===== config.mk =====
export PLATFORM = sky130hd
export DESIGN_NAME = ara_dispatcher_flat
export DESIGN_NICKNAME = d
export VERILOG_FILES = /design/src/ara_cfg_pkg.sv /design/src/ara_isa_pkg.sv /design/src/ara_intf.sv /design/src/ara_dispatcher.sv /design/src/flat_wrapper.sv
export SDC_FILE = /design/constraint.sdc
export NUM_CORES = 1
export LEC_CHECK = 0
export BUFFER_PORTS_ARGS = -buffer_cell sky130_fd_sc_hd__buf_2
export CORE_ASPECT_RATIO = 0.9
export CORE_MARGIN = 2
export CORE_UTILIZATION = 47
export CTS_BUF_LIST = sky130_fd_sc_hd__clkbuf_4 sky130_fd_sc_hd__clkbuf_8
export DETAILED_ROUTE_END_ITERATION = 7
export PLACE_DENSITY = 0.93
export SYNTH_ARGS = -nofsm -noshare
export SYNTH_HDL_FRONTEND = slang
export SYNTH_SLANG_ARGS = --single-unit

===== constraint.sdc =====
create_clock -name clk_i -period 5.19 [get_ports clk_i]
set_input_delay 0.7785 -clock clk_i [delete_from_list [all_inputs] [get_ports clk_i]]
set_output_delay 0.7785 -clock clk_i [all_outputs]
set_load 0.02 [all_outputs]

===== src/ara_cfg_pkg.sv =====
// Architecture sizes of the vector coprocessor and the widths and types derived from them
package ara_cfg_pkg;

  // Number of parallel lanes
  localparam int unsigned NrLanes  = 4;
  // Width of one element in bits
  localparam int unsigned ElenBits = 32;
  // Architectural vector registers
  localparam int unsigned NrVRegs  = 8;
  // Elements per vector register
  localparam int unsigned MaxVl    = 8;
  // Largest number of lane beats per instruction
  localparam int unsigned MaxBeats = MaxVl / NrLanes;

  // Derived widths
  localparam int unsigned VlWidth      = $clog2(MaxVl + 1);
  localparam int unsigned VRegIdxWidth = $clog2(NrVRegs);
  localparam int unsigned BeatIdxWidth = (MaxBeats > 1) ? $clog2(MaxBeats) : 1;
  localparam int unsigned LaneIdxWidth = (NrLanes > 1) ? $clog2(NrLanes) : 1;

  // One vector element
  typedef logic [ElenBits-1:0] elen_t;

  // Vector length, 0 up to MaxVl inclusive
  typedef logic [VlWidth-1:0] vl_t;

  // Vector register number
  typedef logic [VRegIdxWidth-1:0] vreg_idx_t;

  // Beat number within one instruction
  typedef logic [BeatIdxWidth-1:0] beat_idx_t;

endpackage


===== src/ara_isa_pkg.sv =====
// Opcodes, instruction word layouts, decoded request and lane beat formats
package ara_isa_pkg;

  localparam int unsigned OpcodeBits   = 5;
  localparam int unsigned RegFieldBits = 5;

  typedef enum logic [OpcodeBits-1:0] {
    VSETVL = 5'd0,
    VMV_VX = 5'd1,
    VID    = 5'd2,
    VADD   = 5'd3,
    VSUB   = 5'd4,
    VAND   = 5'd5,
    VXOR   = 5'd6,
    VMUL   = 5'd7,
    VMV_XS = 5'd8
  } ara_op_e;

  // Vector-vector layout
  typedef struct packed {
    logic [31-OpcodeBits-3*RegFieldBits:0] rsvd;
    logic [RegFieldBits-1:0]               vs2;
    logic [RegFieldBits-1:0]               vs1;
    logic [RegFieldBits-1:0]               vd;
    logic [OpcodeBits-1:0]                 opcode;
  } ara_vv_insn_t;

  // Scalar layout, vreg is vd for writes and vs2 for readback
  typedef struct packed {
    logic [31-OpcodeBits-RegFieldBits:0] rsvd;
    logic [RegFieldBits-1:0]             vreg;
    logic [OpcodeBits-1:0]               opcode;
  } ara_sc_insn_t;

  typedef union packed {
    ara_vv_insn_t vv;
    ara_sc_insn_t sc;
  } ara_insn_u;

  typedef struct packed {
    ara_op_e                op;
    ara_cfg_pkg::vreg_idx_t vd;
    ara_cfg_pkg::vreg_idx_t vs1;
    ara_cfg_pkg::vreg_idx_t vs2;
    ara_cfg_pkg::elen_t     scalar;
  } ara_req_t;

  typedef struct packed {
    ara_op_e                op;
    ara_cfg_pkg::vreg_idx_t vd;
    ara_cfg_pkg::vreg_idx_t vs1;
    ara_cfg_pkg::vreg_idx_t vs2;
    ara_cfg_pkg::elen_t     scalar;
    ara_cfg_pkg::beat_idx_t beat;
    ara_cfg_pkg::vl_t       vl;
  } lane_beat_t;

endpackage


===== src/ara_intf.sv =====
// Dispatcher to sequencer and sequencer to lanes interfaces
`timescale 1ns/1ps

// Request handshake towards the sequencer and its ordered result pulses
interface disp_seq_if;

  ara_isa_pkg::ara_req_t req;
  logic                  req_valid;
  logic                  req_ready;
  ara_cfg_pkg::elen_t    result;
  logic                  result_valid;
  logic                  result_error;

  modport dispatcher (
    output req,
    output req_valid,
    input  req_ready,
    input  result,
    input  result_valid,
    input  result_error
  );

  modport sequencer (
    input  req,
    input  req_valid,
    output req_ready,
    output result,
    output result_valid,
    output result_error
  );

endinterface



===== src/ara_dispatcher.sv =====
// Host instruction decoder and checker with the response ordering FSM
`timescale 1ns/1ps

module ara_dispatcher (
  input  logic                  clk_i,
  input  logic                  rst_n_i,
  input  logic [31:0]           acc_req_i,
  input  ara_cfg_pkg::elen_t    acc_scalar_i,
  input  logic                  acc_req_valid_i,
  output logic                  acc_req_ready_o,
  output ara_cfg_pkg::elen_t    acc_resp_data_o,
  output logic                  acc_resp_error_o,
  output logic                  acc_resp_valid_o,
  input  logic                  acc_resp_ready_i,
  disp_seq_if.dispatcher        seq
);

  enum logic [1:0] {IDLE, FORWARD, WAIT_RESULT, RESPOND} state_q, state_d;

  ara_isa_pkg::ara_insn_u insn;
  ara_isa_pkg::ara_req_t  dec_req;
  ara_isa_pkg::ara_req_t  req_q;
  logic                   legal;
  ara_cfg_pkg::elen_t     resp_data_q;
  logic                   resp_error_q;

  function automatic logic reg_ok(input logic [ara_isa_pkg::RegFieldBits-1:0] field);
    return field < ara_cfg_pkg::NrVRegs;
  endfunction

  assign insn = acc_req_i;

  // Pick the instruction view from the opcode
  always_comb begin
    dec_req        = '0;
    dec_req.scalar = acc_scalar_i;
    legal          = 1'b1;
    case (insn.vv.opcode)
      ara_isa_pkg::VSETVL: begin
        dec_req.op = ara_isa_pkg::VSETVL;
      end
      ara_isa_pkg::VMV_VX, ara_isa_pkg::VID: begin
        dec_req.op = ara_isa_pkg::ara_op_e'(insn.sc.opcode);
        dec_req.vd = ara_cfg_pkg::vreg_idx_t'(insn.sc.vreg);
        legal      = reg_ok(insn.sc.vreg);
      end
      ara_isa_pkg::VMV_XS: begin
        dec_req.op  = ara_isa_pkg::VMV_XS;
        dec_req.vs2 = ara_cfg_pkg::vreg_idx_t'(insn.sc.vreg);
        legal       = reg_ok(insn.sc.vreg);
      end
      ara_isa_pkg::VADD, ara_isa_pkg::VSUB, ara_isa_pkg::VAND,
      ara_isa_pkg::VXOR, ara_isa_pkg::VMUL: begin
        dec_req.op  = ara_isa_pkg::ara_op_e'(insn.vv.opcode);
        dec_req.vd  = ara_cfg_pkg::vreg_idx_t'(insn.vv.vd);
        dec_req.vs1 = ara_cfg_pkg::vreg_idx_t'(insn.vv.vs1);
        dec_req.vs2 = ara_cfg_pkg::vreg_idx_t'(insn.vv.vs2);
        legal       = reg_ok(insn.vv.vd) && reg_ok(insn.vv.vs1) && reg_ok(insn.vv.vs2);
      end
      default: begin
        legal = 1'b0;
      end
    endcase
  end

  // One instruction in flight, illegal ones skip the sequencer
  always_comb begin
    state_d = state_q;
    case (state_q)
      IDLE:        if (acc_req_valid_i) state_d = legal ? FORWARD : RESPOND;
      FORWARD:     if (seq.req_ready) state_d = WAIT_RESULT;
      WAIT_RESULT: if (seq.result_valid) state_d = RESPOND;
      RESPOND:     if (acc_resp_ready_i) state_d = IDLE;
      default:     state_d = IDLE;
    endcase
  end

  always_ff @(posedge clk_i) begin
    if (!rst_n_i) begin
      state_q <= IDLE;
    end else begin
      state_q <= state_d;
    end
  end

  always_ff @(posedge clk_i) begin
    if (state_q == IDLE && acc_req_valid_i) begin
      req_q        <= dec_req;
      resp_data_q  <= '0;
      resp_error_q <= !legal;
    end else if (state_q == WAIT_RESULT && seq.result_valid) begin
      resp_data_q  <= seq.result;
      resp_error_q <= seq.result_error;
    end
  end

  assign seq.req           = req_q;
  assign seq.req_valid     = (state_q == FORWARD);
  assign acc_req_ready_o   = (state_q == IDLE);
  assign acc_resp_valid_o  = (state_q == RESPOND);
  assign acc_resp_data_o   = resp_data_q;
  assign acc_resp_error_o  = resp_error_q;

endmodule


===== src/flat_wrapper.sv =====
// flat-port wrapper written by rule: the top's interface ports become plain ports
module ara_dispatcher_flat 
  (clk_i, rst_n_i, acc_req_i, acc_scalar_i, acc_req_valid_i, acc_req_ready_o, acc_resp_data_o, acc_resp_error_o, acc_resp_valid_o, acc_resp_ready_i, seq_req, seq_req_valid, seq_req_ready, seq_result, seq_result_valid, seq_result_error);
  disp_seq_if seq_i ();
  input  logic clk_i;
  input  logic rst_n_i;
  input  logic [31:0] acc_req_i;
  input  ara_cfg_pkg::elen_t acc_scalar_i;
  input  logic acc_req_valid_i;
  output logic acc_req_ready_o;
  output ara_cfg_pkg::elen_t acc_resp_data_o;
  output logic acc_resp_error_o;
  output logic acc_resp_valid_o;
  input  logic acc_resp_ready_i;
  output wire logic [$bits(seq_i.req)-1:0] seq_req;
  output wire logic [$bits(seq_i.req_valid)-1:0] seq_req_valid;
  input wire logic [$bits(seq_i.req_ready)-1:0] seq_req_ready;
  input wire logic [$bits(seq_i.result)-1:0] seq_result;
  input wire logic [$bits(seq_i.result_valid)-1:0] seq_result_valid;
  input wire logic [$bits(seq_i.result_error)-1:0] seq_result_error;
  assign seq_req = seq_i.req;
  assign seq_req_valid = seq_i.req_valid;
  assign seq_i.req_ready = seq_req_ready;
  assign seq_i.result = seq_result;
  assign seq_i.result_valid = seq_result_valid;
  assign seq_i.result_error = seq_result_error;
  ara_dispatcher u_core (.clk_i(clk_i), .rst_n_i(rst_n_i), .acc_req_i(acc_req_i), .acc_scalar_i(acc_scalar_i), .acc_req_valid_i(acc_req_valid_i), .acc_req_ready_o(acc_req_ready_o), .acc_resp_data_o(acc_resp_data_o), .acc_resp_error_o(acc_resp_error_o), .acc_resp_valid_o(acc_resp_valid_o), .acc_resp_ready_i(acc_resp_ready_i), .seq(seq_i));
endmodule

==> impl_metrics.yaml <==
placement:
  gp_routability_congestion: 0.806
  dpl.hpwl_um: 5250
  port_buffers: 172
  post-place-ws_ns: 2.94
synthesis:
  yosysWarnings: 0
  synth.avg_cell_area_um2: 12.1
  yosysTopAreaCell: "edfxtp_1"
  ys_types: 32
  netlist_instances: 244
  synth_top_area_frac: 0.479
  synthArstFlopShare: 0
  ys_seq_elements: 81
  synth_commonest_cells: "nand2_1, edfxtp_1, dfxtp_1"
  yosys-top-cells-area: "edfxtp_1, dfxtp_1, nand2_1"
  ys_seq_area_frac: 0.710
  syn_nets: 351
  synthFlopType: "edfxtp_1"
  synth_edf_count: 47
  syn_area_um2: 2950
  yosysMostFrequentCell: "nand2_1"
worst_setup_path:
  cp_slowest_cell: "and2_4"
  critPathKind: "flop to flop"
  startpoint: "u_core.state_q[1]$_SDFFE_PN0P_"
  crit_arrival_ns: 2.23
  worstReg2RegStart: "u_core.state_q[1]$_SDFFE_PN0P_"
  end_kind: "flop"
  critPathMaxFanout: 80
  start_kind: "flop"
  crit_required_ns: 5.28
  rrSetupSlack_ns: 3.06
  crit_chain: "inv_1 > ha_1 > and2_4 > mux2_4"
  cpPeakStageDelay_ns: 0.81
timing:
  maxSlewViolCount: 0
  tns_ns: 0
  tightest_slew_ns: 1.12
  fmaxAchievable_mhz: 469
  hold_viol_final: 0
  layout_min_cycle_time_ns: 2.13
  setup_violations: 0
  grt_setup_unrepaired: "no"
  post-route-period-util: 0.411
  setup_slack_ns: 3.06
  fin_skew_ns: 0.00688
  slew-limit-headroom: 0.255
floorplanning:
  initial_core_util: 0.485
  dieArea_um2: 6920
  core_area_um2: 6080
  fp-row-count: 27
  die_x_um: 87.5
  die_h_um: 79.1
  ios: 185
grt:
  grt_overflow: 0
  grt_pass1_wl_um: 10600
  antenna_found_initial: 1
  grt_max_degree: 81
  grt_usage: 0.205
  first_global_vias: 2266
clock_tree:
  clk_latency_ns: 0.34
  root_buffer: "clkbuf_8"
  cts_resized: 0
  cts_made_buffers: 9
  htree_levels: 3
  postCtsSetupBuffers: 0
  postCtsHoldBufs: 0
  clkSinkCount: 81
  cts_tree: "yes"
  path_clk_slew_ns: 0.08
  cts_buffer_depth: 2
drt:
  drt.antenna.violating_nets: 0
  routed_wl_um: 7180
  wl_per_cell_um: 14.6
  drtIter0Drc: 75
  drc: 0
  firstDrtPassIters: 4
  avgViaCountPerCell: 4.90
  vias: 2411
power_and_ir_drop:
  peakVddDrop_uv: 444
  p_leak_uw: 0.00187
  p_per_area_nw_per_um2: 553
job:
  drv_cap: 0
run_status:
  status: "completed"
final_layout:
  nNetsFinal: 521
  nFillCells: 465
  drive_gt1_frac: 0.480
  area_growth_pct: 38.1
worst_hold_path:
  hold_path_class: "flop to flop"
  hold_start: "u_core.acc_resp_data_o[18]$_SDFFE_PP0P_"
## critical path, delay by kind of cell (launching register included)
family	cells	cell delay [ns]
and+or+nand+nor	1	0.81
muxes	1	0.35
DFF	1	0.33
adders and majority gates	1	0.28
buffers and inverters	1	0.11
## where the power goes
group | internal [µW] | switching [µW] | leakage [µW]
logic | 240 | 514 | 0.00102
clock network | 301 | 225 | 0.000121
registers | 898 | 73.8 | 0.000725
## sequential cells by signal (all words and copies together), names as in the netlist
| signal | count |
|---|---|
| u_core.state_q | 2 |
| u_core.acc_resp_data_o | 32 |
| u_core.seq.req | 46 |
| u_core.acc_resp_error_o | 1 |
## per-stage QoR
step / util / instance area [µm²] / power, µW / hold slack (ns) / cells
detailed placement: 0.630 / 3830 / 1750 / 0.443 / 475
floorplan: - / 2950 / 1470 / 0.527 / 244
finish: 0.669 / 4070 / 2250 / 0.454 / 492
global route: 0.669 / 4070 / 2370 / 0.468 / 492
global placement: 0.630 / 3830 / 1710 / 0.439 / 475
CTS: 0.669 / 4070 / 2270 / 0.455 / 491
## cell families after synthesis
kind of cell	synth area share
other	0.00127
AO/OA/AOI/OAI	0.0905
multiplexers	0.00849
XOR/XNOR	0.00297
adder cells (fa/ha/maj)	0.0170
AND/OR/NAND/NOR	0.139
flip-flops	0.710
buffers and inverters	0.0306
## path summary, 6_finish.rpt
check | end | cells after the start
worst max-delay path | u_core.acc_resp_error_o$_DFFE_PP_ | 4
worst min register to register | u_core.acc_resp_data_o[18]$_SDFFE_PP0P_ | 2
worst max register to register | u_core.acc_resp_error_o$_DFFE_PP_ | 4
worst min-delay path | u_core.acc_resp_data_o[18]$_SDFFE_PP0P_ | 2
## cell type report
class | instances | area [µm²] | area share
Sequential cell | 81 | 2090 | 0.514
Timing Repair Buffer | 172 | 861 | 0.211
Multi-Input combinational cell | 144 | 767 | 0.188
Clock buffer | 11 | 151 | 0.0372
Tap cell | 72 | 90.1 | 0.0221
Clock inverter | 5 | 83.8 | 0.0206
Inverter | 6 | 22.5 | 0.00553
Antenna cell | 1 | 2.50 | 0.000615
## per-layer routing
layer / wire length [µm] / vias up / part of all wire / track usage
li1: - / 1174 / - / -
met1: 2600 / 1122 / 0.36 / 0.206
met2: 3890 / 104 / 0.54 / 0.380
met3: 570 / 11 / 0.079 / 0.0738
met4: 131 / 0 / 0.018 / 0.0769
met5: 0 / - / 0 / 0
## cell usage in the layout, fill, tap and decap left out, types with 3 or more instances in the layout
| cell type | count |
|---|---|
| ha_1 | 4 |
| edfxtp_1 | 47 |
| and2_1 | 6 |
| nand2_1 | 68 |
| buf_2 | 172 |
| nor2_1 | 5 |
| clkbuf_8 | 11 |
| dfxtp_1 | 34 |
| and3_2 | 3 |
| a21oi_1 | 33 |
| inv_1 | 5 |
| a22o_1 | 3 |
Power figures use the tool's default switching activity.
