==> src/ara_cfg_pkg.sv <==
// Architecture sizes of the vector coprocessor and the widths and types derived from them
package ara_cfg_pkg;

  // Number of parallel lanes
  localparam int unsigned NrLanes  = 4;
  // Width of one element in bits
  localparam int unsigned ElenBits = 32;
  // Architectural vector registers
  localparam int unsigned NrVRegs  = 8;
  // Elements per vector register
  localparam int unsigned MaxVl    = 8;
  // Largest number of lane beats per instruction
  localparam int unsigned MaxBeats = MaxVl / NrLanes;

  // Derived widths
  localparam int unsigned VlWidth      = $clog2(MaxVl + 1);
  localparam int unsigned VRegIdxWidth = $clog2(NrVRegs);
  localparam int unsigned BeatIdxWidth = (MaxBeats > 1) ? $clog2(MaxBeats) : 1;
  localparam int unsigned LaneIdxWidth = (NrLanes > 1) ? $clog2(NrLanes) : 1;

  // One vector element
  typedef logic [ElenBits-1:0] elen_t;

  // Vector length, 0 up to MaxVl inclusive
  typedef logic [VlWidth-1:0] vl_t;

  // Vector register number
  typedef logic [VRegIdxWidth-1:0] vreg_idx_t;

  // Beat number within one instruction
  typedef logic [BeatIdxWidth-1:0] beat_idx_t;

endpackage

==> src/ara_isa_pkg.sv <==
// Opcodes, instruction word layouts, decoded request and lane beat formats
package ara_isa_pkg;

  localparam int unsigned OpcodeBits   = 5;
  localparam int unsigned RegFieldBits = 5;

  typedef enum logic [OpcodeBits-1:0] {
    VSETVL = 5'd0,
    VMV_VX = 5'd1,
    VID    = 5'd2,
    VADD   = 5'd3,
    VSUB   = 5'd4,
    VAND   = 5'd5,
    VXOR   = 5'd6,
    VMUL   = 5'd7,
    VMV_XS = 5'd8
  } ara_op_e;

  // Vector-vector layout
  typedef struct packed {
    logic [31-OpcodeBits-3*RegFieldBits:0] rsvd;
    logic [RegFieldBits-1:0]               vs2;
    logic [RegFieldBits-1:0]               vs1;
    logic [RegFieldBits-1:0]               vd;
    logic [OpcodeBits-1:0]                 opcode;
  } ara_vv_insn_t;

  // Scalar layout, vreg is vd for writes and vs2 for readback
  typedef struct packed {
    logic [31-OpcodeBits-RegFieldBits:0] rsvd;
    logic [RegFieldBits-1:0]             vreg;
    logic [OpcodeBits-1:0]               opcode;
  } ara_sc_insn_t;

  typedef union packed {
    ara_vv_insn_t vv;
    ara_sc_insn_t sc;
  } ara_insn_u;

  typedef struct packed {
    ara_op_e                op;
    ara_cfg_pkg::vreg_idx_t vd;
    ara_cfg_pkg::vreg_idx_t vs1;
    ara_cfg_pkg::vreg_idx_t vs2;
    ara_cfg_pkg::elen_t     scalar;
  } ara_req_t;

  typedef struct packed {
    ara_op_e                op;
    ara_cfg_pkg::vreg_idx_t vd;
    ara_cfg_pkg::vreg_idx_t vs1;
    ara_cfg_pkg::vreg_idx_t vs2;
    ara_cfg_pkg::elen_t     scalar;
    ara_cfg_pkg::beat_idx_t beat;
    ara_cfg_pkg::vl_t       vl;
  } lane_beat_t;

endpackage

==> src/ara_intf.sv <==
// Dispatcher to sequencer and sequencer to lanes interfaces
`timescale 1ns/1ps

// Request handshake towards the sequencer and its ordered result pulses
interface disp_seq_if;

  ara_isa_pkg::ara_req_t req;
  logic                  req_valid;
  logic                  req_ready;
  ara_cfg_pkg::elen_t    result;
  logic                  result_valid;
  logic                  result_error;

  modport dispatcher (
    output req,
    output req_valid,
    input  req_ready,
    input  result,
    input  result_valid,
    input  result_error
  );

  modport sequencer (
    input  req,
    input  req_valid,
    output req_ready,
    output result,
    output result_valid,
    output result_error
  );

endinterface

// Beat broadcast to all lanes, lanes never stall
interface seq_lane_if;

  ara_isa_pkg::lane_beat_t                              beat;
  logic                                                 beat_valid;
  // One readback slot per lane
  ara_cfg_pkg::elen_t [ara_cfg_pkg::NrLanes-1:0]        rd_data;
  logic               [ara_cfg_pkg::NrLanes-1:0]        rd_valid;

  modport sequencer (
    output beat,
    output beat_valid,
    input  rd_data,
    input  rd_valid
  );

  modport lane (
    input  beat,
    input  beat_valid,
    output rd_data,
    output rd_valid
  );

endinterface

==> src/ara_sequencer.sv <==
// Vector length register and beat sequencer feeding the lanes
`timescale 1ns/1ps

module ara_sequencer (
  input  logic             clk_i,
  input  logic             rst_n_i,
  disp_seq_if.sequencer    disp,
  seq_lane_if.sequencer    lanes
);

  logic                                   busy_q;
  logic                                   accept;
  ara_isa_pkg::lane_beat_t                beat_q;
  ara_cfg_pkg::beat_idx_t                 last_beat_q;
  ara_cfg_pkg::beat_idx_t                 last_beat;
  ara_cfg_pkg::vl_t                       vl_q;
  ara_cfg_pkg::vl_t                       vl_capped;
  logic                                   result_valid_q;
  ara_cfg_pkg::elen_t                     result_q;
  // Readback bookkeeping for VMV_XS
  logic                                   xs_pend_q;
  logic                                   xs_oob_q;
  logic [ara_cfg_pkg::LaneIdxWidth-1:0]   xs_lane_q;

  assign disp.req_ready = !busy_q;
  assign accept         = disp.req_valid && !busy_q;

  always_comb begin
    if (disp.req.scalar > ara_cfg_pkg::MaxVl) begin
      vl_capped = ara_cfg_pkg::vl_t'(ara_cfg_pkg::MaxVl);
    end else begin
      vl_capped = ara_cfg_pkg::vl_t'(disp.req.scalar);
    end
  end

  // ceil(vl / NrLanes) - 1, only used when vl is nonzero
  assign last_beat = ara_cfg_pkg::beat_idx_t'((vl_q - 1'b1) / ara_cfg_pkg::NrLanes);

  always_ff @(posedge clk_i) begin
    if (!rst_n_i) begin
      busy_q         <= 1'b0;
      vl_q           <= ara_cfg_pkg::vl_t'(ara_cfg_pkg::MaxVl);
      result_valid_q <= 1'b0;
      xs_pend_q      <= 1'b0;
    end else begin
      result_valid_q <= 1'b0;
      xs_pend_q      <= 1'b0;
      if (accept) begin
        if (disp.req.op == ara_isa_pkg::VSETVL) begin
          vl_q           <= vl_capped;
          result_valid_q <= 1'b1;
        end else if (disp.req.op == ara_isa_pkg::VMV_XS || vl_q != '0) begin
          busy_q <= 1'b1;
        end else begin
          // Empty vector, nothing to issue
          result_valid_q <= 1'b1;
        end
      end else if (busy_q && beat_q.beat == last_beat_q) begin
        busy_q <= 1'b0;
        if (beat_q.op == ara_isa_pkg::VMV_XS) begin
          xs_pend_q <= 1'b1;
        end else begin
          result_valid_q <= 1'b1;
        end
      end
    end
  end

  always_ff @(posedge clk_i) begin
    if (accept) begin
      beat_q.op     <= disp.req.op;
      beat_q.vd     <= disp.req.vd;
      beat_q.vs1    <= disp.req.vs1;
      beat_q.vs2    <= disp.req.vs2;
      beat_q.scalar <= disp.req.scalar;
      beat_q.beat   <= '0;
      beat_q.vl     <= vl_q;
      last_beat_q   <= (disp.req.op == ara_isa_pkg::VMV_XS) ? '0 : last_beat;
      result_q      <= (disp.req.op == ara_isa_pkg::VSETVL) ?
                       ara_cfg_pkg::elen_t'(vl_capped) : '0;
      xs_lane_q     <= disp.req.scalar[ara_cfg_pkg::LaneIdxWidth-1:0];
      xs_oob_q      <= disp.req.scalar >= ara_cfg_pkg::MaxVl;
    end else if (busy_q) begin
      beat_q.beat <= beat_q.beat + 1'b1;
    end
  end

  assign lanes.beat       = beat_q;
  assign lanes.beat_valid = busy_q;

  // Readback element arrives the cycle after its beat
  assign disp.result_valid = result_valid_q | (xs_pend_q & lanes.rd_valid[xs_lane_q]);
  assign disp.result       = !xs_pend_q ? result_q :
                             xs_oob_q   ? '0       : lanes.rd_data[xs_lane_q];
  // No fault sources past the decoder
  assign disp.result_error = 1'b0;

endmodule

==> src/flat_wrapper.sv <==
// flat-port wrapper written by rule: the top's interface ports become plain ports
module ara_sequencer_flat 
  (clk_i, rst_n_i, disp_req, disp_req_valid, disp_req_ready, disp_result, disp_result_valid, disp_result_error, lanes_beat, lanes_beat_valid, lanes_rd_data, lanes_rd_valid);
  disp_seq_if disp_i ();
  seq_lane_if lanes_i ();
  input  logic clk_i;
  input  logic rst_n_i;
  input wire logic [$bits(disp_i.req)-1:0] disp_req;
  input wire logic [$bits(disp_i.req_valid)-1:0] disp_req_valid;
  output wire logic [$bits(disp_i.req_ready)-1:0] disp_req_ready;
  output wire logic [$bits(disp_i.result)-1:0] disp_result;
  output wire logic [$bits(disp_i.result_valid)-1:0] disp_result_valid;
  output wire logic [$bits(disp_i.result_error)-1:0] disp_result_error;
  output wire logic [$bits(lanes_i.beat)-1:0] lanes_beat;
  output wire logic [$bits(lanes_i.beat_valid)-1:0] lanes_beat_valid;
  input wire logic [$bits(lanes_i.rd_data)-1:0] lanes_rd_data;
  input wire logic [$bits(lanes_i.rd_valid)-1:0] lanes_rd_valid;
  assign disp_i.req = disp_req;
  assign disp_i.req_valid = disp_req_valid;
  assign disp_req_ready = disp_i.req_ready;
  assign disp_result = disp_i.result;
  assign disp_result_valid = disp_i.result_valid;
  assign disp_result_error = disp_i.result_error;
  assign lanes_beat = lanes_i.beat;
  assign lanes_beat_valid = lanes_i.beat_valid;
  assign lanes_i.rd_data = lanes_rd_data;
  assign lanes_i.rd_valid = lanes_rd_valid;
  ara_sequencer u_core (.clk_i(clk_i), .rst_n_i(rst_n_i), .disp(disp_i), .lanes(lanes_i));
endmodule
==> config.mk <==
export PLATFORM = sky130hd
export DESIGN_NAME = ara_sequencer_flat
export DESIGN_NICKNAME = d
export VERILOG_FILES = /design/src/ara_cfg_pkg.sv /design/src/ara_isa_pkg.sv /design/src/ara_intf.sv /design/src/ara_sequencer.sv /design/src/flat_wrapper.sv
export SDC_FILE = /design/constraint.sdc
export NUM_CORES = 1
export LEC_CHECK = 0
export BUFFER_PORTS_ARGS = -buffer_cell sky130_fd_sc_hd__buf_2
export CORE_AREA = 3 3 102 104
export CTS_BUF_LIST = sky130_fd_sc_hd__clkbuf_8
export CTS_CLUSTER_SIZE = 25
export DETAILED_ROUTE_END_ITERATION = 12
export DIE_AREA = 0 0 105 107
export HOLD_SLACK_MARGIN = 0.15
export PLACE_DENSITY = 0.68
export SYNTH_ARGS = -nofsm -noshare
export SYNTH_HDL_FRONTEND = slang
export SYNTH_SLANG_ARGS = --single-unit
==> constraint.sdc <==
create_clock -name clk_i -period 7 [get_ports clk_i]
set_clock_uncertainty 0.2 [all_clocks]
set_input_delay 0.35 -clock clk_i [delete_from_list [all_inputs] [get_ports clk_i]]
set_output_delay 0.35 -clock clk_i [all_outputs]
set_load 0.02 [all_outputs]
==> summary.md, run 1 <==
| Metric | Value |
|---|---|
| Clock H-tree levels | `3` |
| CTS tree | `yes` |
| DRC Markers | `0` |
| Final ANT Viol Nets | `0` |
| Final Critical Period | `approximately 2.7 ns` |
| Vias | `3166` |
| Layout overhead on the synthesized area | `66.0%` |
| Die W | `105 um` |
| Tcrit/Tclk final | `38.5%` |
| Clk Latency, worst-skew pair | `between 0.3 and 0.4 ns` |
| Synth warn | `0` |
| Mapped Area | `3220 um2` |
| Register area share after synthesis | `57.1%` |
| MaxCap Viol Count | `0` |
| Number of global-route vias before repair | `3341` |
| Hold Crit Class | `reg2reg` |
| WP data arrival | `2.14 ns` |
| Die ar. | `11200 um2` |
| Crit. End Element | `primary output` |
| Num Clock Sinks | `64` |
| Number of antenna violations at the first check in global routing | `2` |
| Routability cong. | `~0.79` |
| CTS Buffer Depth | `2` |
| Finished Cell Area | `5350 um2` |
| CP Launch Type | `flop` |
| Worst Tran Pin Value | `1.13 ns` |
| Synth async-reset ratio | `0%` |
| Final setup TNS | `0 ns` |
| Post-DP HPWL | `approximately 8.8 mm` |
| Routed len/inst | `17.8 um` |
| First-pass GRT wire length | `between 15 and 20 mm` |
| Total GRT Usage | `20.1%` |
| Syn Inst Count | `206` |
| Syn Nets | `387` |
| Crit-path max FO | `34` |
| Fraction of layout cells with a size suffix above 1 | `about three fifths` |
| Clk slew on worst S/H paths | `0.07 ns` |
| Critical path class | `reg2out` |
| First-pass detailed-route iteration total | `4` |
| Pwr dens | `178 nW/um2` |
| Post-CTS Resized | `0` |
| Critical path required time | `~6.5 ns` |
| FF+latch area | `1840 um2` |
| Syn_area_per_cell | `approximately 16 um2` |
| GR Overflow Total | `0` |
| Max Fclk | `372 MHz` |
| Main synth FF type | `edfxtp_1` |
| Largest net degree at the start of global routing | `59` |
| Cts bufs inserted | `9` |
| Initial core utilization | `33.4%` |
| DRT iter0 DRCs | `170` |
| Post-synth EDFFs | `56` |
| Relative slew slack | `24.6%` |
| Num ports | `between 200 and 300` |
| Row Count | `36` |
| Max IR drop VDD | `0.162 mV` |
| Setup-failing EPs final | `0` |
| Hold Worst Slack | `0.244 ns` |
| P_leak | `2.42 nW` |
| RSZ-0062 raised after global routing | `no` |
| Fill count | `841` |
| # nets final | `701` |
| Core footprint | `9640 um2` |
| Area occupied by multi-input gates | `1280 um2` |
| Placed instance area | `4690 um2` |
| Register bit total from synthesis | `64` |
| Fin. Hold Viols | `0` |
| Root Buffer Master | `clkbuf_8` |
| Final Util | `55.5%` |
| Pins Over Slew Limit | `0` |
| Run status | `complete, no violations` |
| Total Wirelength | `11.7 mm` |
| Post-synth cell types | `33` |
| Port-buffer cells | `266` |
| Vias per inst | `4.80` |
| Die H | `107 um` |
==> critical path, cell delays in order, from the launching register on <==
cell and delay (ns):
edfxtp_1 0.32, buf_4 0.50, mux4_2 0.60, nor2b_1 0.15
buf_2 0.21
==> cell type report <==
class,count,area share (%)
Clock inverter,7,1.03
Clock buffer,9,2.32
Tap cell,133,3.11
Multi-Input combinational cell,117,24.0
Sequential cell,64,34.4
Inverter,11,0.772
Antenna cell,1,0.0468
Timing Repair Buffer,317,34.3
==> synthesized netlist by cell type (2+ instances only) <==
cell	n	area (um2)
clkbuf_1	7	26.3
nor2_1	2	7.51
mux4_2	33	743
nand2_1	4	15.0
nor2b_1	29	181
inv_1	11	41.3
nand2b_1	3	18.8
buf_2	5	25.0
nor4_2	2	25.0
dfxtp_1	8	160
nand3b_1	3	22.5
nor4_1	7	43.8
xnor2_1	2	17.5
nor3_1	2	10.0
o31ai_1	4	30.0
nand3_1	5	25.0
o22ai_1	4	25.0
edfxtp_1	56	1680
and2_1	4	25.0
a21oi_1	2	10.0
==> final timing paths <==
| path | start | to | slack [ns] | cells after the start |
|---|---|---|---|---|
| min | u_core.vl_q[3]$_SDFFE_PN1N_ | u_core.lanes.beat[3]$_DFFE_PP_ | 0.24 | 0 |
| max reg2reg | u_core.lanes.beat_valid$_SDFFE_PN0P_ | u_core.vl_q[3]$_SDFFE_PN1N_ | 4.91 | 4 |
| min reg2reg | u_core.vl_q[3]$_SDFFE_PN1N_ | u_core.lanes.beat[3]$_DFFE_PP_ | 0.24 | 0 |
| max | u_core.lanes.beat[5]$_DFFE_PP_ | disp_result[9] | 4.31 | 4 |
==> flip-flops by register name, summed over array words and instances, names as in the netlist <==
name and cells:
u_core.lanes.beat 51, u_core.result_q 4, u_core.vl_q 4, u_core.lanes.beat_valid 1
u_core.last_beat_q 1, u_core.result_valid_q 1, u_core.xs_oob_q 1, u_core.xs_pend_q 1
==> kinds of logic after synthesis <==
group           count (synthesis)  share of synthesized area [%]
simple gates                   66                           12.7
other cells                     1                          0.116
mux                            34                           23.4
flops                          64                           57.1
buf+inv                        25                           3.22
compound gates                 14                           2.91
xor+xnor                        2                          0.544
==> placed cells by master, fill, tap and decap left out <==
cell           Yosys  final
and3b_1            1      1
mux2i_1            1      1
or3_1              1      1
o21a_1             1      1
o31a_1             1      1
nand4_1            1      1
nand3b_1           3      3
buf_4              1      3
nand3_1            5      5
o21ai_0            1      1
buf_2              5    266
or4_1              1      1
xnor2_1            2      2
nand2b_1           3      3
diode_2            0      1
nor4_1             7      7
dfxtp_1            8      8
clkinv_2           0      2
nor2_1             2      2
mux4_2            33     33
and3_1             1      1
clkbuf_8           0      9
nor2b_4            0      1
a21oi_1            2      2
and2_1             4      4
bufinv_16          0      1
nor2b_1           29     28
o22ai_1            4      4
nand2_1            4      4
clkinv_1           0      2
o31ai_1            4      4
conb_1             1      1
edfxtp_1          56     56
nor4_2             2      2
nor3_1             2      2
inv_1             11     13
a21o_1             1      1
dlygate4sd3_1      0     48
==> through the flow <==
stage | worst slack, ns | power [mW] | cells
after global placement | 4.63 | 0.638 | 594
after detailed placement | 4.60 | 0.643 | 594
after CTS | 4.23 | 0.954 | 658
final | 4.31 | 0.950 | 659
after floorplan | 2.59 | 0.558 | 206
after global routing | 4.13 | 0.990 | 659
==> metal layers <==
layer / global-route usage [%] / part of all wire (%)
met5: 0 / 0.060
met1: 21.7 / 35
met4: 6.84 / 1.6
met2: 36.0 / 53
met3: 7.89 / 10
==> timing repair <==
item / 4_1_cts / 5_1_grt
setup buffers: 0 / 0
hold buffers: 48 / 0
setup endpoints to repair: 0 / 0
endpoints found under the hold margin: 52 / 0
==> power breakdown <==
| part | internal (mW) | switching (mW) | total, mW |
|---|---|---|---|
| combinational | 0.111 | 0.0944 | 0.206 |
| clock | 0.158 | 0.136 | 0.294 |
| sequential | 0.442 | 0.00812 | 0.450 |
Power figures use the tool's default switching activity.
==> run 2: changes to the inputs <==
Settings changed: ABC_AREA set to 1, CORE_AREA 3 3 102 104 to 3 3 104 106, DIE_AREA 0 0 105 107 to 0 0 107 109, PLACE_DENSITY 0.68 to 0.71.
Clock period 7 ns to 2.4 ns, I/O delays scaled along.
==> run 2 against run 1 <==
Count of clock-buffer cells in the layout unchanged; via count up 34%; worst setup slack worse by 4.1 ns; total power rose to 2.8 times the previous value; die area up 3.8%; non-clock buffer count up 4; clock power rose to 2.5 times the previous value.
==> summary.md, run 2 <==
| Metric | Value |
|---|---|
| Hold EP | `u_core.lanes.beat[3]$_DFFE_PP_` |
| Hold Path Depth | `0 (unchanged)` |
| Ranking of synthesized cells by area | `edfxtp_1 49%, nor2_1 16%, o21ai_1 5.5%, o21ai_0 5.2%, a21oi_1 4.9%` |
| Synth Area in Adders | `0% (unchanged)` |
| XOR/XNOR Fraction of Synth Area | `0% (-0.54 points)` |
| Seq pwr share | `48.7% (+1.3 points)` |
| Post-CTS Resized | `0 (unchanged)` |
| Reg2Reg Depth | `5 (+1)` |
| Post-synthesis mux area share | `0% (-23 points)` |
| Top-count cell post-synth | `nor2_1` |
| Reg2Reg Setup Slack | `0.61 ns (-4.30 ns)` |
| Total GRT Usage | `22.3% (+2.2 points)` |
| Top reg by flops | `u_core.lanes.beat` |
| Largest family of logic cells by synthesized area | `simple AND/OR/NAND/NOR gates` |
| Max IR drop VDD | `0.411 mV (+150%)` |
| Fin. Hold Viols | `0 (unchanged)` |
| DRT iter0 DRCs | `338 (+99%)` |
| Die H | `109 um (+1.9%)` |
| # nets final | `918 (+31%)` |
| First-pass detailed-route iteration total | `5 (+1)` |
| Most frequent cells in the layout | `266 x buf_2, 151 x nor2_1, 56 x edfxtp_1` |
| # hold bufs at CTS | `48 (unchanged)` |
| Layout overhead on the synthesized area | `60.1%` |
| Placed instance area | `4890 um2 (+4.4%)` |
| Core footprint | `9860 um2 (+2.3%)` |
| Register area share after synthesis | `53.3% (-3.8 points)` |
| MaxCap Viol Count | `0 (unchanged)` |
| Pins Over Slew Limit | `0 (unchanged)` |
| Number of antenna violations at the first check in global routing | `2 (unchanged)` |
| Synth warn | `0 (unchanged)` |
| Setup bufs post-CTS | `0 (unchanged)` |
| Number of global-route vias before repair | `4148 (+24%)` |
| Synth area leader | `edfxtp_1` |
| Combinational fraction of design power | `23.6% (+2.0 points)` |
| Hold path startpoint | `u_core.vl_q[3]$_SDFFE_PN1N_` |
| Die W | `107 um (+1.9%)` |
| Critical path class | `reg2out` |
| Critical path required time | `2.08 ns (-4.37 ns)` |
| Die ar. | `11700 um2 (+3.8%)` |
| Syn Nets | `611 (+58%)` |
| Pwr dens | `488 nW/um2 (+170%)` |
| Number of diodes | `0 (-1)` |
| Critical R2R Capture | `u_core.vl_q[2]$_SDFFE_PN0N_` |
| Port-buffer cells | `266 (unchanged)` |
| DRC Markers | `0 (unchanged)` |
| GR Overflow Total | `0 (unchanged)` |
| Post-DP HPWL | `9.77 mm (+11%)` |
| Clock H-tree levels | `3 (unchanged)` |
| Initial core utilization | `35.0% (+1.6 points)` |
| Synth Area in Compound Gates | `16.8% (+14 points)` |
| Max Fclk | `467 MHz` |
| Register bit total from synthesis | `64 (unchanged)` |
| FF+latch area | `1840 um2 (unchanged)` |
| Routability cong. | `0.845 (+7.3%)` |
| Final Critical Period | `2.14 ns` |
| CP Launch Point | `u_core.lanes.beat[5]$_DFFE_PP_` |
| Post-synth EDFFs | `56 (unchanged)` |
| Hold Worst Slack | `0.271 ns (+0.0262 ns)` |
| Most common library cell in the layout ignoring fill and taps | `buf_2` |
| Mapped Area | `3450 um2 (+7.1%)` |
| Top cell type's share of synthesized area | `48.7% (-3.5 points)` |
| Fraction of layout cells with a size suffix above 1 | `38.9% (-21 points)` |
| Hold Crit Class | `reg2reg` |
| Clk slew on worst S/H paths | `0.07 ns (about the same)` |
| CTS Buffer Depth | `2 (unchanged)` |
| P_leak | `2.65 nW (+9.7%)` |
| Fill count | `884 (+5.1%)` |
| Final ANT Viol Nets | `0 (unchanged)` |
| Switch share | `28.6% (+3.5 points)` |
| Finished Cell Area | `5530 um2 (+3.4%)` |
| Largest net degree at the start of global routing | `67 (+14%)` |
| Run status | `complete, no violations` |
| Vias per inst | `4.84 (+0.67%)` |
| Main synth FF type | `edfxtp_1` |
| RSZ-0062 raised after global routing | `no` |
| Power Internal | `1.92 mW (+170%)` |
| Post-synth cell types | `22 (-33%)` |
| Cts bufs inserted | `9 (unchanged)` |
| Clk Latency, worst-skew pair | `0.33 ns (about the same)` |
| Synth async-reset ratio | `0% (unchanged)` |
| Final setup TNS | `0 ns (unchanged)` |
| Switching power | `772 uW (+220%)` |
| Tcrit/Tclk final | `89.3%` |
| Vias | `4232 (+34%)` |
| First-pass GRT wire length | `20.3 mm (+16%)` |
| Row Count | `36 (unchanged)` |
| Syn Inst Count | `430 (+110%)` |
| Clock share of power | `27.7% (-3.3 points)` |
| Syn_area_per_cell | `8.03 um2 (-49%)` |
| WP data arrival | `1.82 ns (-0.32 ns)` |
| Num ports | `268 (unchanged)` |
| Synth top cells by count | `151 x nor2_1, 56 x edfxtp_1, 38 x o21ai_1` |
| Regs by FF count | `u_core.lanes.beat (51), u_core.result_q (4), u_core.vl_q (4)` |
| Setup-failing EPs final | `0 (unchanged)` |
| Setup slack after layout | `0.258 ns (-4.05 ns)` |
| Area share of and/or/nand/nor cells after synthesis | `22.5% (+9.8 points)` |
| Crit-path max FO | `43 (+26%)` |
| CTS tree | `yes` |
| CP Launch Type | `flop` |
| Area occupied by multi-input gates | `1360 um2 (+5.8%)` |
| Num Clock Sinks | `64 (unchanged)` |
| Total Wirelength | `13.6 mm (+16%)` |
| Crit. End Element | `primary output` |
| Reg-to-reg critical path startpoint | `u_core.lanes.beat_valid$_SDFFE_PN0P_` |
| Max reg flops | `51 (unchanged)` |
| Routed len/inst | `15.6 um (-12%)` |
| Post-Place Setup Slack | `0.627 ns (-3.98 ns)` |
| Root Buffer Master | `clkbuf_8` |
run 2: changes by cell type after synthesis, sizes merged, moves of 7 or more:
cell and delta:
inv +20, nor2b -29, nand3 +8, nand2 +20, mux4 -33, nor4 -9, nor2 +150, buf +7
a21oi +32, o21ai +73
run 2: cell families after synthesis:
kind of cell / count (synthesis)
buffers and inverters: 56
AOI/OAI and AO/OA: 114
other: 1
DFF: 64
and+or+nand+nor: 195
run 2: through the flow:
step                util [%]  power [mW]  instances
floorplan                  -        1.63        430
global placement        49.6        1.89        811
detailed placement      49.6        1.90        811
CTS                     56.1        2.70        875
global route            56.1        2.83        875
finish                  56.1        2.70        875
run 2: worst max-delay path by stage:
stage / end / depth (start not counted)
6_report: disp_result[26] / 6
3_5_place_dp: disp_result[26] / 6
4_1_cts: disp_result[26] / 6
2_1_floorplan: u_core.vl_q[1]$_SDFFE_PN0N_ / 5
5_1_grt: disp_result[1] / 6
3_3_place_gp: disp_result[22] / 6
run 2: power groups by stage:
stage	registers, mW	clock network [mW]	logic [mW]
final	1.31	0.747	0.637
after CTS	1.31	0.763	0.629
after detailed placement	1.33	0	0.568
after floorplan	1.41	0	0.223
after global routing	1.32	0.810	0.696
after global placement	1.33	0	0.556
run 2: final cells by class:
type                            count  share of cell area [%]
Sequential cell                    64                    33.3
Tap cell                          133                    3.01
Inverter                           31                    2.10
Multi-Input combinational cell    310                    24.6
Timing Repair Buffer              321                    34.2
Clock inverter                      7                   0.588
Clock buffer                        9                    2.24
run 2: critical path: stages (launching register included):
cell	delay (ns)
edfxtp_1	0.38
buf_4	0.40
nor2_1	0.11
nor2_1	0.14
o21ai_1	0.09
a21oi_1	0.16
buf_2	0.19
run 2: metal layers:
layer  vias to the layer above  global-route usage [%]  part of all wire (%)
met4                         4                    7.31                   1.2
met3                        21                    7.34                    10
met1                      1936                    23.7                    36
li1                       2057                       -                     -
met5                         -                       0                  0.23
met2                       214                    41.5                    53
==> run 3: changes to the inputs <==
Settings changed: CORE_AREA 3 3 104 106 to 3 3 102 104, CTS_BUF_LIST sky130_fd_sc_hd__clkbuf_8 to sky130_fd_sc_hd__clkbuf_16, DIE_AREA 0 0 107 109 to 0 0 105 107, PLACE_DENSITY 0.71 to 0.73.
==> run 3 against run 2 <==
Core utilization up 2.8 points; sequential power about the same; wire length grew 1.2%; sequential cell count stayed put; cell count grew 0.46%; first-iteration DRC count down 18%; hold slack lost 0.013 ns; total power increased by 18%; non-clock buffer count did not move; combinational power about the same; count of clock-buffer cells in the layout is 2 higher; critical path type unchanged; largest cell class unchanged.
==> summary.md, run 3 (same netlist as run 2, synthesis figures left out) <==
| Metric | Value |
|---|---|
| GR Overflow Total | `0 (unchanged)` |
| Final setup TNS | `0 ns (unchanged)` |
| Hold Worst Slack | `0.258 ns (-0.0126 ns)` |
| Vias | `4286 (+1.3%)` |
| Hold Crit Class | `reg2reg` |
| Total GRT Usage | `24.0% (+1.8 points)` |
| Finished Cell Area | `5670 um2 (+2.5%)` |
| Clock H-tree levels | `3 (unchanged)` |
| Cts bufs inserted | `9 (unchanged)` |
| Number of global-route vias before repair | `4186 (+0.92%)` |
| Total Wirelength | `13.8 mm (+1.2%)` |
| DRT iter0 DRCs | `277 (-18%)` |
| Routed len/inst | `15.7 um (+0.76%)` |
| Critical R2R Capture | `u_core.vl_q[1]$_SDFFE_PN0N_` |
| Reg2Reg Setup Slack | `0.64 ns (+0.03 ns)` |
| Wire length on met2 | `6.87 mm (-4.1%)` |
| Die ar. | `11200 um2 (-3.7%)` |
| MaxCap Viol Count | `0 (unchanged)` |
| Reg2Reg Depth | `5 (unchanged)` |
| DR WL met3 | `1.45 mm (+6.1%)` |
| Max Fclk | `451 MHz (-3.3%)` |
| Hold path startpoint | `u_core.vl_q[2]$_SDFFE_PN0N_` |
| Placed Cells | `811 (unchanged)` |
| Row Count | `36 (unchanged)` |
| Post-Place Setup Slack | `0.404 ns (-0.223 ns)` |
| Die H | `107 um (-1.8%)` |
| CTS tree | `yes` |
| Num ports | `268 (unchanged)` |
| Initial core utilization | `35.8% (+0.82 points)` |
| Fin cells | `879 (+0.46%)` |
| Most frequent cells in the layout | `266 x buf_2, 151 x nor2_1, 56 x edfxtp_1` |
| DRC Markers | `0 (unchanged)` |
| First-pass GRT wire length | `21.3 mm (+5.2%)` |
| Reg-to-reg critical path startpoint | `u_core.lanes.beat_valid$_SDFFE_PN0P_` |
| Pins Over Slew Limit | `0 (unchanged)` |
| # nets final | `918 (unchanged)` |
| Number of antenna violations at the first check in global routing | `6 (+4)` |
| Fin. Hold Viols | `0 (unchanged)` |
| RSZ-0062 raised after global routing | `no` |
| Hold Path Depth | `0 (unchanged)` |
| Top reg by flops | `u_core.lanes.beat` |
| Critical path class | `reg2out` |
| Layout overhead on the synthesized area | `64.2%` |
| Run status | `complete, no violations` |
| Core footprint | `9640 um2 (-2.3%)` |
| Final ANT Viol Nets | `0 (unchanged)` |
| Crit-path max FO | `28 (-35%)` |
| CTS Buffer Depth | `2 (unchanged)` |
| Tcrit/Tclk final | `92.3% (+3.0 points)` |
| Root Buffer Master | `clkbuf_16` |
| WP data arrival | `1.90 ns (+0.08 ns)` |
| Setup bufs post-CTS | `0 (unchanged)` |
| Most common library cell in the layout ignoring fill and taps | `buf_2` |
| Max reg flops | `51 (unchanged)` |
| Clk Latency, worst-skew pair | `0.32 ns (about the same)` |
| Largest net degree at the start of global routing | `68 (+1.5%)` |
| Routability cong. | `0.865 (+2.3%)` |
| P_leak | `2.71 nW (+2.3%)` |
| Top sig layer | `met5` |
| Port-buffer cells | `266 (unchanged)` |
| Post-DP HPWL | `9.80 mm (+0.27%)` |
| Crit. End Element | `primary output` |
| Vias per inst | `4.88 (+0.82%)` |
| Final Critical Period | `2.22 ns (+0.0731 ns)` |
| Num Clock Sinks | `64 (unchanged)` |
| Die W | `105 um (-1.9%)` |
| Pwr dens | `563 nW/um2 (+15%)` |
| Design Power | `3.19 mW (+18%)` |
| Final Util | `58.8% (+2.8 points)` |
| First-pass detailed-route iteration total | `5 (unchanged)` |
| Max IR drop VDD | `0.582 mV (+42%)` |
| Critical path required time | `2.08 ns (about the same)` |
| Regs by FF count | `u_core.lanes.beat (51), u_core.result_q (4), u_core.vl_q (4)` |
| Placed instance area | `4880 um2 (-0.26%)` |
| Metal-1 WL | `5.10 mm (+4.0%)` |
| Fraction of layout cells with a size suffix above 1 | `38.9% (unchanged)` |
| Clk slew on worst S/H paths | `0.05 ns (-0.02 ns)` |
| Setup slack after layout | `0.184 ns (-0.0731 ns)` |
| CP Launch Type | `flop` |
| Setup-failing EPs final | `0 (unchanged)` |
| Hold EP | `u_core.lanes.beat[2]$_DFFE_PP_` |
-- run 3: report_power, final --
part | switching, mW | internal (mW) | total [mW]
registers | 0.0251 | 1.29 | 1.32
logic | 0.358 | 0.278 | 0.635
clock network | 0.432 | 0.807 | 1.24
-- run 3: critical path: stages (launching register included) --
cell and delay, ns:
edfxtp_1 0.41, inv_2 0.34, buf_4 0.32, o21ai_0 0.12
a21oi_1 0.18, buf_2 0.20
-- run 3: repair_timing --
item,CTS,global route
hold endpoints to repair,70,0
hold buffers,48,0
resized for setup,0,1
endpoints found under the setup margin,0,11
-- run 3: final cells by class --
cell class              instances  area (um2)
fillers                       847        3970
repair buffers                321        1880
flip-flops and latches         64        1840
multi-input cells             310        1360
clock buffers                  11         275
well taps                     133         166
inverters                      31         116
clock inverters                 5        20.0
diodes                          4        10.0
-- run 3: how the worst max path moves through the flow --
stage / cells past startpoint / to / startpoint / slack, ns
floorplan: 5 / u_core.vl_q[1]$_SDFFE_PN0N_ / u_core.lanes.beat_valid$_SDFFE_PN0P_ / 0.12
global placement: 6 / disp_result[1] / u_core.lanes.beat[5]$_DFFE_PP_ / 0.50
detailed placement: 6 / disp_result[1] / u_core.lanes.beat[5]$_DFFE_PP_ / 0.40
CTS: 6 / disp_result[1] / u_core.lanes.beat[5]$_DFFE_PP_ / 0.06
global route: 5 / disp_result[21] / u_core.lanes.beat[5]$_DFFE_PP_ / 0.01
finish: 5 / disp_result[21] / u_core.lanes.beat[5]$_DFFE_PP_ / 0.18
-- run 3: metal layers --
metal	GRT usage, %	up-vias
li1	-	2059
met1	26.4	1935
met2	42.3	255
met4	8.90	6
met5	0	-
met3	9.09	31
